File: config.mk
export PLATFORM = sky130hd
export DESIGN_NAME = hart_sched_top
export DESIGN_NICKNAME = d
export VERILOG_FILES = /design/src/hart_pkg.sv /design/src/hart_sched_top.sv /design/src/hart_state_regs.sv /design/src/hart_switch.sv /design/src/minor_hart_sel.sv
export SDC_FILE = /design/constraint.sdc
export NUM_CORES = 1
export LEC_CHECK = 0
export BUFFER_PORTS_ARGS = -buffer_cell sky130_fd_sc_hd__buf_4
export CAP_MARGIN = 20
export CORE_MARGIN = 2
export CORE_UTILIZATION = 48
export CTS_CLUSTER_DIAMETER = 120
export DETAILED_ROUTE_END_ITERATION = 8
export HOLD_SLACK_MARGIN = 0.05
export MAX_ROUTING_LAYER = met4
export PLACE_DENSITY_LB_ADDON = 0.25
export SKIP_CTS_REPAIR_TIMING = 1
export SLEW_MARGIN = 20
export SYNTH_ARGS = -nofsm -noshare
export SYNTH_HDL_FRONTEND = slang
export SYNTH_SLANG_ARGS = --single-unit
export TNS_END_PERCENT = 100
File: constraint.sdc
create_clock -name clk -period 6.25 [get_ports clk]
set_input_delay 0.9375 -clock clk [delete_from_list [all_inputs] [get_ports clk]]
set_output_delay 0.9375 -clock clk [all_outputs]
set_load 0.01 [all_outputs]
File: src/hart_pkg.sv
// hart scheduler package with register map, AXI response codes and id width helper
package hart_pkg;

    // AXI4-Lite bus geometry
    localparam int axi_addr_w = 4;
    localparam int axi_data_w = 32;

    // register byte offsets
    localparam logic [axi_addr_w-1:0] reg_active_off  = 4'h0;  // active-hart mask, rw
    localparam logic [axi_addr_w-1:0] reg_primary_off = 4'h4;  // primary hart id, rw
    localparam logic [axi_addr_w-1:0] reg_issue_off   = 4'h8;  // last issue one-hot, ro

    // AXI response codes
    localparam logic [1:0] resp_okay   = 2'b00;
    localparam logic [1:0] resp_slverr = 2'b10;

    // id width for a given hart count, never below one bit
    function automatic int hart_id_w(int n);
        int w;
        if (n > 1) begin
            w = $clog2(n);
        end else begin
            w = 1;
        end
        return w;
    endfunction

endpackage

File: src/hart_sched_top.sv
// hart scheduler top, register block plus hart switch and minor hart selector
`timescale 1ns/1ps

module hart_sched_top #(
    parameter int num_harts = 4
) (
    input  logic                                          clk,
    input  logic                                          rst,
    input  logic [hart_pkg::axi_addr_w-1:0]               awaddr,
    input  logic                                          awvalid,
    output logic                                          awready,
    input  logic [hart_pkg::axi_data_w-1:0]               wdata,
    input  logic [hart_pkg::axi_data_w/8-1:0]             wstrb,
    input  logic                                          wvalid,
    output logic                                          wready,
    output logic [1:0]                                    bresp,
    output logic                                          bvalid,
    input  logic                                          bready,
    input  logic [hart_pkg::axi_addr_w-1:0]               araddr,
    input  logic                                          arvalid,
    output logic                                          arready,
    output logic [hart_pkg::axi_data_w-1:0]               rdata,
    output logic [1:0]                                    rresp,
    output logic                                          rvalid,
    input  logic                                          rready,
    input  logic                                          hart_kill,
    input  logic [hart_pkg::hart_id_w(num_harts)-1:0]     kill_hart,
    input  logic                                          is_branch,
    input  logic                                          is_load,
    input  logic [hart_pkg::hart_id_w(num_harts)-1:0]     decode_hart,
    input  logic                                          ic_miss,
    input  logic                                          ic_fin,
    input  logic                                          dc_miss,
    input  logic                                          dc_fin,
    output logic [num_harts-1:0]                          issue_hart,
    output logic                                          ic_stall,
    output logic                                          dc_stall,
    output logic                                          ic_flush,
    output logic                                          dc_flush
);
    logic [num_harts-1:0] active_mask;
    logic [num_harts-1:0] primary_onehot;
    logic [num_harts-1:0] last_issue;
    logic [num_harts-1:0] minor_mask;
    logic [num_harts-1:0] minor_pick;
    logic                 pick_taken;

    // all block ports share names with the nets here
    hart_state_regs #(.num_harts(num_harts)) u_regs (.*);

    hart_switch #(.num_harts(num_harts)) u_switch (.*);

    minor_hart_sel #(.num_harts(num_harts)) u_minor_sel (.*);

endmodule

File: src/hart_state_regs.sv
// hart state registers, AXI4-Lite slave for active mask, primary hart and issue readback
`timescale 1ns/1ps

module hart_state_regs #(
    parameter int num_harts = 4
) (
    input  logic                                clk,
    input  logic                                rst,
    input  logic [hart_pkg::axi_addr_w-1:0]     awaddr,
    input  logic                                awvalid,
    output logic                                awready,
    input  logic [hart_pkg::axi_data_w-1:0]     wdata,
    input  logic [hart_pkg::axi_data_w/8-1:0]   wstrb,
    input  logic                                wvalid,
    output logic                                wready,
    output logic [1:0]                          bresp,
    output logic                                bvalid,
    input  logic                                bready,
    input  logic [hart_pkg::axi_addr_w-1:0]     araddr,
    input  logic                                arvalid,
    output logic                                arready,
    output logic [hart_pkg::axi_data_w-1:0]     rdata,
    output logic [1:0]                          rresp,
    output logic                                rvalid,
    input  logic                                rready,
    input  logic [num_harts-1:0]                last_issue,
    output logic [num_harts-1:0]                active_mask,
    output logic [num_harts-1:0]                primary_onehot
);
    import hart_pkg::*;

    localparam int id_w = hart_id_w(num_harts);

    logic [id_w-1:0]       primary_id;
    logic                  wr_en;
    logic                  rd_en;
    logic                  wr_hit_active;
    logic                  wr_hit_primary;
    logic [axi_data_w-1:0] rd_value;
    logic                  rd_err;

    // address and data accepted together, one write outstanding
    assign wr_en   = awvalid && wvalid && !bvalid;
    assign awready = wr_en;
    assign wready  = wr_en;

    assign arready = !rvalid;  // one read outstanding
    assign rd_en   = arvalid && arready;

    assign wr_hit_active  = (awaddr == reg_active_off);
    assign wr_hit_primary = (awaddr == reg_primary_off);

    always_ff @(posedge clk) begin
        if (rst) begin
            active_mask <= '0;
            primary_id  <= '0;
        end else if (wr_en && wstrb[0]) begin  // all fields sit in byte 0
            if (wr_hit_active) active_mask <= wdata[num_harts-1:0];
            if (wr_hit_primary) primary_id <= wdata[id_w-1:0];
        end
    end

    assign primary_onehot = num_harts'(1) << primary_id;

    // write response channel
    always_ff @(posedge clk) begin
        if (rst) begin
            bvalid <= 1'b0;
        end else if (wr_en) begin
            bvalid <= 1'b1;
        end else if (bready) begin
            bvalid <= 1'b0;
        end
    end

    always_ff @(posedge clk) begin
        if (wr_en) begin
            bresp <= (wr_hit_active || wr_hit_primary) ? resp_okay : resp_slverr;
        end
    end

    // read mux, issue register is read only
    always_comb begin
        rd_value = '0;
        rd_err   = 1'b0;
        case (araddr)
            reg_active_off:  rd_value[num_harts-1:0] = active_mask;
            reg_primary_off: rd_value[id_w-1:0]      = primary_id;
            reg_issue_off:   rd_value[num_harts-1:0] = last_issue;
            default:         rd_err                  = 1'b1;
        endcase
    end

    always_ff @(posedge clk) begin
        if (rst) begin
            rvalid <= 1'b0;
        end else if (rd_en) begin
            rvalid <= 1'b1;
        end else if (rready) begin
            rvalid <= 1'b0;
        end
    end

    always_ff @(posedge clk) begin
        if (rd_en) begin
            rdata <= rd_value;
            rresp <= rd_err ? resp_slverr : resp_okay;
        end
    end

    // responses stay put under back-pressure
    a_bvalid_hold: assert property (@(posedge clk) disable iff (rst)
        bvalid && !bready |=> bvalid && $stable(bresp));

    a_rvalid_hold: assert property (@(posedge clk) disable iff (rst)
        rvalid && !rready |=> rvalid && $stable(rdata) && $stable(rresp));

endmodule

File: src/hart_switch.sv
// hart switch, picks the issuing hart each cycle and turns cache misses into stall or flush
`timescale 1ns/1ps

module hart_switch #(
    parameter int num_harts = 4
) (
    input  logic                                          clk,
    input  logic                                          rst,
    input  logic [num_harts-1:0]                          active_mask,
    input  logic [num_harts-1:0]                          primary_onehot,
    input  logic [num_harts-1:0]                          minor_pick,
    input  logic                                          hart_kill,
    input  logic [hart_pkg::hart_id_w(num_harts)-1:0]     kill_hart,
    input  logic                                          is_branch,
    input  logic                                          is_load,
    input  logic [hart_pkg::hart_id_w(num_harts)-1:0]     decode_hart,
    input  logic                                          ic_miss,
    input  logic                                          ic_fin,
    input  logic                                          dc_miss,
    input  logic                                          dc_fin,
    output logic [num_harts-1:0]                          minor_mask,
    output logic                                          pick_taken,
    output logic [num_harts-1:0]                          issue_hart,
    output logic [num_harts-1:0]                          last_issue,
    output logic                                          ic_stall,
    output logic                                          dc_stall,
    output logic                                          ic_flush,
    output logic                                          dc_flush
);
    import hart_pkg::*;

    localparam int id_w = hart_id_w(num_harts);

    logic [num_harts-1:0] kill_onehot;
    logic [num_harts-1:0] decode_onehot;
    logic [num_harts-1:0] rotated;
    logic [id_w:0]        active_cnt;
    logic                 all_active;
    logic                 three_active;
    logic                 single;
    logic                 kill_prim;
    logic                 decode_prim;
    logic                 rule5_hit;
    logic                 follow_minor;  // issue a minor hart this cycle
    logic                 follow_twice;  // and once more after that

    assign minor_mask = active_mask & ~primary_onehot;

    assign kill_onehot   = num_harts'(1) << kill_hart;
    assign decode_onehot = num_harts'(1) << decode_hart;

    assign kill_prim   = hart_kill && (kill_onehot == primary_onehot);
    assign decode_prim = (is_branch || is_load) && (decode_onehot == primary_onehot);

    // interleave order, wraps from hart 0 (or nothing) to the top hart
    assign rotated = ((last_issue >> 1) == '0) ? num_harts'(1) << (num_harts - 1)
                                               : last_issue >> 1;

    always_comb begin
        active_cnt = '0;
        for (int i = 0; i < num_harts; i++) begin
            active_cnt = active_cnt + (id_w + 1)'(active_mask[i]);
        end
    end

    assign all_active   = &active_mask;
    assign three_active = (active_cnt == (id_w + 1)'(num_harts - 1));
    assign single       = (active_cnt <= (id_w + 1)'(1));

    // issue rules in priority order
    always_comb begin
        issue_hart = primary_onehot;
        pick_taken = 1'b0;
        rule5_hit  = 1'b0;
        if (active_mask == '0) begin
            issue_hart = '0;
        end else if (all_active) begin
            issue_hart = rotated;
        end else if (minor_mask == '0) begin
            issue_hart = primary_onehot;  // primary runs alone
        end else if (kill_prim) begin
            issue_hart = minor_pick;
            pick_taken = 1'b1;
        end else if (decode_prim) begin
            issue_hart = minor_pick;
            pick_taken = 1'b1;
            rule5_hit  = 1'b1;
        end else if (follow_minor) begin
            issue_hart = minor_pick;
            pick_taken = 1'b1;
        end
    end

    always_ff @(posedge clk) begin
        if (rst) begin
            follow_minor <= 1'b0;
            follow_twice <= 1'b0;
            last_issue   <= '0;
        end else begin
            follow_minor <= (rule5_hit && (is_load || (is_branch && three_active)))
                            || follow_twice;
            follow_twice <= rule5_hit && is_load && $onehot(minor_mask);  // lone minor hart
            last_issue   <= issue_hart;
        end
    end

    // one hart left means wait out the miss, otherwise flush and switch
    assign ic_stall = single && ic_miss && !dc_fin;
    assign dc_stall = single && dc_miss && !ic_fin;
    assign ic_flush = !single && ic_miss;
    assign dc_flush = !single && dc_miss;

    // with an active primary, issue never leaves the active set
    a_issue_active: assert property (@(posedge clk) disable iff (rst)
        ((primary_onehot & active_mask) != '0) |-> ((issue_hart & ~active_mask) == '0));

endmodule

File: src/minor_hart_sel.sv
// minor hart selector, round-robin pick over the non-primary active harts
`timescale 1ns/1ps

module minor_hart_sel #(
    parameter int num_harts = 4
) (
    input  logic                 clk,
    input  logic                 rst,
    input  logic [num_harts-1:0] minor_mask,
    input  logic                 pick_taken,
    output logic [num_harts-1:0] minor_pick
);
    logic [num_harts-1:0] last_pick;  // one-hot, last hart handed out
    logic [num_harts-1:0] above;
    logic [num_harts-1:0] pool;

    // candidates strictly above the remembered hart
    assign above = minor_mask & ~(last_pick | (last_pick - num_harts'(1)));

    // nothing above, wrap around to the bottom of the mask
    assign pool = (above != '0) ? above : minor_mask;

    assign minor_pick = pool & (~pool + num_harts'(1));  // lowest set bit

    always_ff @(posedge clk) begin
        if (rst) begin
            last_pick <= num_harts'(1) << (num_harts - 1);  // top hart, first pick is lowest
        end else if (pick_taken) begin
            last_pick <= minor_pick;
        end
    end

    // a pick taken by the switch is always a single minor hart
    a_pick_valid: assert property (@(posedge clk) disable iff (rst)
        $onehot0(minor_pick) && ((minor_pick & ~minor_mask) == '0)
        && (pick_taken -> minor_pick != '0));

endmodule

==> run metrics, run 1 <==
number of CTS-inserted buffers=3; adder-cell area share of the yosys netlist=8.644%; number of antenna violations at the first check in global routing=0; global-route wire length before repair=between 6000 and 7000 um; chip width=67.09 um; post-layout min period=3562 ps; total of buffers placed on input and output ports=49; worst-case register-to-register setup slack=between 3000 and 4000 ps; number of instances in the synthesized netlist=214; startpoint type of the worst setup path=register; data arrival at the endpoint of the critical path=2620 ps; clock transition at the registers of the reported paths=80 ps; number of warning messages in the yosys log=0; start point of the critical path=u_regs.primary_id[1]; global-route met3 utilization=1.689%; Peak supply drop=0.1029 mV; CTS tree=yes; routed length per placed instance=~13 um; Antenna Nets Post-Route=0; number of diodes=0; reg2reg path depth=8; DP Area=between 2000 and 2500 sq um; Cell Area, Synth=1911 sq um; unrepaired setup endpoints after global routing=false; Synth Area in XOR/XNOR=1.834%; most frequent cells after synthesis=32 x sky130_fd_sc_hd__buf_4, 19 x sky130_fd_sc_hd__nor2_1, 18 x sky130_fd_sc_hd__dfxtp_1; layout cell share with drive strength beyond 1=26.07%; worst r2r src=u_regs.primary_id[0]; DP Wirelength=between 3000 and 4000 um; met2 capacity usage during global routing=about a third; Layout Utilization=58.86%; share of async-settable or async-resettable flops after synthesis=0%; critical path capture point=issue_hart[0]; multiplexer share of the synthesized area=between 5 and 6%; vias after detailed routing=between 1.5k and 2k; maximum number of pins on one net before global-route repair=21; Final Wtd Congestion=0.8642; Max Clock Freq=280.7 MHz; cell chosen for the clock root=sky130_fd_sc_hd__clkbuf_8; category of the most critical setup path=reg2out; Synth cell types=54; number of detailed-routing iterations run before antenna repair=4; final routed DRC violation total=0; largest family of logic cells by synthesized area=simple AND/OR/NAND/NOR gates; core area=approximately 3700 sq um; clk sinks=24; critical path data required time=5310 ps; Fin. Hold Viols=0; portion of synthesized cell area occupied by the leading cell type=18.86%; flop and latch count out of synthesis=24; drt via density=5.052; fraction of the mapped netlist area in compound gates=15.19%; Post-Layout Inst Area=2203 sq um; number of enable flip-flop cells after synthesis=6; most instantiated library cell after synthesis=sky130_fd_sc_hd__buf_4; result of the run=completed; pins over their slew limit=0; Layout Skew=3.780 ps; Setup Viol. Count Final=0; initial core utilization=51.04%; count of pins on the block boundary=111; Global Route met1 Usage=21.58%; Final #Nets=332; final-layout setup total negative slack=0 ps; Most Crowded Layer GR=met2; worst-margin pin slew=662.5 ps; DRC marker count from the first detailed-route iteration=92; Worst Setup End Kind=output pin; die area=4501 sq um; worst hold path class=reg2reg; power density normalized to cell area=139.7 nW/um^2; number of max-cap violations=0; worst-skew pair later-pin latency=about 270 ps; GRT Resource Usage Total=18.25%; most instantiated flip-flop cell in the synthesis netlist=sky130_fd_sc_hd__dfxtp_1; H-tree depth=1; row cnt=22; maximum clock insertion buffer count=2; Avg Inst Size Synth=8.928 sq um; post-synth top area cell=sky130_fd_sc_hd__dfxtp_1; headroom to the max-slew limit=55.74%; Area growth syn-to-layout=15.32%; leading cell types by total area after synthesis=sky130_fd_sc_hd__dfxtp_1 19%, sky130_fd_sc_hd__buf_4 13%, sky130_fd_sc_hd__edfxtp_1 9.4%; post-synthesis sequential area ratio=28.29%; worst hold slack=462.0 ps; leakage power=around 1 nW; simple-gate portion of the synthesized area=22.53%; critical register-to-register path endpoint=u_switch.follow_twice; number of global-route vias before repair=1,354; die height=67.09 um; highest net fanout along the worst path=12; global route total overflow=0; Period Utilization, post-route=a little under three fifths; routed wire length=3881 um
## per-layer routing
metal	routed length [um]	up-vias
met5	0	-
met4	65	0
met3	256	6
met2	1859	63
met1	1700	695
li1	-	777
## layout make-up
| class | count | area (sq um) |
|---|---|---|
| fillers | 351 | 1540 |
| multi-input cells | 165 | 1134 |
| flip-flops and latches | 24 | 540.5 |
| repair buffers | 49 | 367.9 |
| well taps | 48 | 60.06 |
| inverters | 15 | 56.30 |
| clock buffers | 4 | 45.04 |
## power breakdown
part           internal [mW]  switching (mW)  total, mW
clock                 0.0456          0.0496     0.0952
combinational         0.0231          0.0258     0.0490
sequential             0.162         0.00171      0.164
total                  0.231          0.0772      0.308
## flip-flops by register name (all words and copies together) (netlist names)
register / flops
u_minor_sel.last_pick: 4
u_regs.active_mask: 4
u_regs.rdata: 4
u_switch.last_issue: 4
u_regs.primary_id: 2
u_regs.bresp: 1
u_regs.bvalid: 1
u_regs.rresp: 1
u_regs.rvalid: 1
u_switch.follow_minor: 1
u_switch.follow_twice: 1
## cells by family (layout without fill, tap and decap cells)
| logic type | Yosys count | count (layout) |
|---|---|---|
| flops | 24 | 24 |
| xor+xnor | 4 | 4 |
| other cells | 1 | 30 |
| buf+inv | 54 | 68 |
| fa+ha+maj | 12 | 12 |
| compound gates | 34 | 34 |
| simple gates | 75 | 75 |
| mux | 10 | 10 |
## cells in the final DEF, fill, tap and decap left out, types with 3 or more instances in the layout
| master | count |
|---|---|
| sky130_fd_sc_hd__mux2i_1 | 10 |
| sky130_fd_sc_hd__buf_4 | 49 |
| sky130_fd_sc_hd__ha_1 | 10 |
| sky130_fd_sc_hd__inv_1 | 15 |
| sky130_fd_sc_hd__clkbuf_8 | 3 |
| sky130_fd_sc_hd__dfxtp_1 | 18 |
| sky130_fd_sc_hd__nand3_1 | 8 |
| sky130_fd_sc_hd__nor3_1 | 7 |
| sky130_fd_sc_hd__nor3b_1 | 3 |
| sky130_fd_sc_hd__and2_1 | 3 |
| sky130_fd_sc_hd__edfxtp_1 | 6 |
| sky130_fd_sc_hd__nor4_1 | 4 |
| sky130_fd_sc_hd__conb_1 | 30 |
| sky130_fd_sc_hd__nor2_1 | 19 |
| sky130_fd_sc_hd__a21oi_1 | 7 |
| sky130_fd_sc_hd__nand2_1 | 12 |
| sky130_fd_sc_hd__o21ai_0 | 6 |
## per-stage QoR
step | power [mW] | setup slack, ps | cells
6_report | 0.3077 | 2688 | 305
5_1_grt | 0.3221 | 2552 | 305
4_1_cts | 0.3107 | 2718 | 305
3_5_place_dp | 0.2162 | 2766 | 301
3_3_place_gp | 0.2156 | 2793 | 301
2_1_floorplan | 0.2059 | 3162 | 243
## worst min path at each step
| stage | from | to | slack (ps) | cells past startpoint |
|---|---|---|---|---|
| final | u_switch.follow_twice | u_switch.follow_minor | 460 | 1 |
| after CTS | u_switch.follow_twice | u_switch.follow_minor | 460 | 1 |
| after detailed placement | u_switch.follow_twice | u_switch.follow_minor | 440 | 1 |
| after global placement | u_switch.follow_twice | u_switch.follow_minor | 440 | 1 |
| after global routing | u_switch.follow_twice | u_switch.follow_minor | 480 | 1 |
| after floorplan | u_switch.follow_twice | u_switch.follow_minor | 440 | 1 |
## worst max-delay path, cell delays in order, from the launching register on
cell and delay (ps):
sky130_fd_sc_hd__dfxtp_1 630, sky130_fd_sc_hd__or2b_4 230, sky130_fd_sc_hd__and2_1 180, sky130_fd_sc_hd__inv_1 60
sky130_fd_sc_hd__ha_1 180, sky130_fd_sc_hd__nand2_1 160, sky130_fd_sc_hd__o311ai_4 170, sky130_fd_sc_hd__or4_4 480
sky130_fd_sc_hd__nand3_1 130, sky130_fd_sc_hd__buf_4 130
Power figures use the tool's default switching activity.
==> run 2: changes to the inputs <==
--- a/config.mk
+++ b/config.mk
@@ -8,7 +8,7 @@
 export BUFFER_PORTS_ARGS = -buffer_cell sky130_fd_sc_hd__buf_4
 export CAP_MARGIN = 20
 export CORE_MARGIN = 2
-export CORE_UTILIZATION = 48
+export CORE_UTILIZATION = 44
 export CTS_CLUSTER_DIAMETER = 120
 export DETAILED_ROUTE_END_ITERATION = 8
 export HOLD_SLACK_MARGIN = 0.05
==> constraint.sdc (replaced) <==
create_clock -name clk -period 3.7 [get_ports clk]
set_input_delay 0.555 -clock clk [delete_from_list [all_inputs] [get_ports clk]]
set_output_delay 0.555 -clock clk [all_outputs]
set_load 0.01 [all_outputs]
==> run metrics, run 2 (synthesized netlist as in run 1, its figures left out) <==
clk sinks=24 (unchanged); Final Wtd Congestion=0.8711 (+0.80%); delay contributed by the slowest stage of the critical path=600 ps (-30 ps); Worst Setup End Kind=output pin; critical path data required time=3140 ps (-2170 ps); DP Wirelength=3079 um (-0.53%); Layout Skew=3.225 ps (-0.5557 ps); H-tree depth=1 (unchanged); DRC marker count from the first detailed-route iteration=112 (+22%); global route total overflow=0 (unchanged); Area growth syn-to-layout=16.83%; initial core utilization=46.75% (-4.3 points); count of pins on the block boundary=111 (unchanged); Period Utilization, post-route=around 85%; power density normalized to cell area=264.9 nW/um^2 (+90%); worst-skew pair later-pin latency=270 ps (about the same); unrepaired setup endpoints after global routing=false; total design power=0.5914 mW (+92%); drt via density=4.980 (-1.4%); routed wire length=3883 um (about the same); GRT Resource Usage Total=16.38% (-1.9 points); Setup Viol. Count Final=0 (unchanged); post-layout min period=3149 ps; leakage power=1.003 nW (+1.3%); row cnt=23 (+4.5%); DP Area=2161 sq um (+0.12%); Peak supply drop=0.2107 mV (+100%); result of the run=completed; worst-margin pin slew=695.2 ps (+32.67 ps); pins over their slew limit=0 (unchanged); most frequent cells in the layout=49 x sky130_fd_sc_hd__buf_4, 30 x sky130_fd_sc_hd__conb_1, 19 x sky130_fd_sc_hd__nor2_1; die area=4885 sq um (+8.5%); total of buffers placed on input and output ports=49 (unchanged); Antenna Nets Post-Route=0 (unchanged); Buffers & Inverters on Critical Path=2 (unchanged); highest net fanout along the worst path=12 (unchanged); category of the most critical setup path=reg2out; maximum number of pins on one net before global-route repair=21 (unchanged); count of non-filler cells in the finished layout=307 (+0.66%); final-layout setup total negative slack=0 ps (unchanged); chip width=69.90 um (+4.2%); core area=4086 sq um (+9.2%); routed length per placed instance=12.65 um (-0.60%); Post-Layout Inst Area=2232 sq um (+1.3%); cell chosen for the clock root=sky130_fd_sc_hd__clkbuf_8; Final #Nets=332 (unchanged); commonest non-fill, non-tap cell in the layout=sky130_fd_sc_hd__buf_4; die height=69.90 um (+4.2%); data arrival at the endpoint of the critical path=2590 ps (-30 ps); layout cell share with drive strength beyond 1=26.46% (+0.39 points); number of global-route vias before repair=1,381 (+2.0%); number of max-cap violations=0 (unchanged); slowest cell on the critical path=sky130_fd_sc_hd__dfxtp_1; Max Clock Freq=around 320 MHz; headroom to the max-slew limit=53.55% (-2.2 points); startpoint type of the worst setup path=register; final routed DRC violation total=0 (unchanged); CTS tree=yes; global-route wire length before repair=6334 um (+4.1%); number of diodes=0 (unchanged); DP Cell Count=303 (+0.66%); number of CTS-inserted buffers=3 (unchanged); maximum clock insertion buffer count=2 (unchanged); number of antenna violations at the first check in global routing=0 (unchanged); cell-by-cell trace of the critical path=or2b_4 > and2_1 > inv_1 > ha_1 > nand2_1 > o311ai_4 > or4_4 > nand3_1 > buf_4; number of detailed-routing iterations run before antenna repair=4 (unchanged); worst hold slack=453.6 ps (-8.357 ps); clock transition at the registers of the reported paths=80 ps (about the same); Fin. Hold Viols=0 (unchanged); vias after detailed routing=1,529 (-0.78%); dominant delay contributor by cell family on the critical path=simple AND/OR/NAND/NOR gates; number of fill cells in the layout=397 (+13%); worst hold path class=in2reg
==> run 2: changes by cell type in the layout (fill, tap and decap cells not counted), sizes merged <==
cell | previous run | this run
bufinv | 0 | 1
clkbuf | 4 | 3
==> run 2: path summary, 6_finish.rpt <==
| path | start | endpoint | slack (ps) | cells past startpoint |
|---|---|---|---|---|
| worst max-delay path | u_regs.primary_id[1] | issue_hart[0] | 550 | 9 |
| worst min-delay path | rready | u_regs.rvalid | 450 | 2 |
| worst max register to register | u_regs.primary_id[0] | u_switch.follow_twice | 1290 | 8 |
| worst min register to register | u_switch.follow_twice | u_switch.follow_minor | 460 | 1 |
==> run 2: cell type report <==
class	count	area [sq um]	share of cell area, %
multi-input combinational	165	1134	50.78
sequential	24	540.5	24.22
timing repair buffer	49	367.9	16.48
tap	50	62.56	2.803
inverter	15	56.30	2.522
clock buffer	3	41.29	1.850
clock inverter	1	30.03	1.345
==> run 2: worst register-to-register path: cells and delay by family (launching register included) <==
family | cells | cell delay (ps)
DFF | 1 | 570
adders and majority gates | 3 | 920
and+or+nand+nor | 5 | 850
==> run 2: per-stage QoR <==
stage / setup WS (ps) / utilization [%]
floorplan: 1116 / -
global placement: 859.0 / 52.88
detailed placement: 854.5 / 52.88
CTS: 524.9 / 54.62
global route: 389.8 / 54.62
finish: 551.3 / 54.62
==> run 2: per-layer routing <==
metal | wire (um) | up-vias | track usage, %
met2 | 1853 | 61 | 26.67
met3 | 289 | 4 | 4.473
met4 | 36 | 0 | 3.205
met1 | 1703 | 688 | 20.57
met5 | 0 | - | -
li1 | - | 776 | -
==> run 2: where the power goes <==
| group | switching (mW) | leakage, nW | internal (mW) |
|---|---|---|---|
| clock | 0.0875 | 0.0357 | 0.145 |
| sequential | 0.00268 | 0.202 | 0.273 |
| combinational | 0.0439 | 0.765 | 0.0391 |
| total | 0.134 | 1.00 | 0.457 |
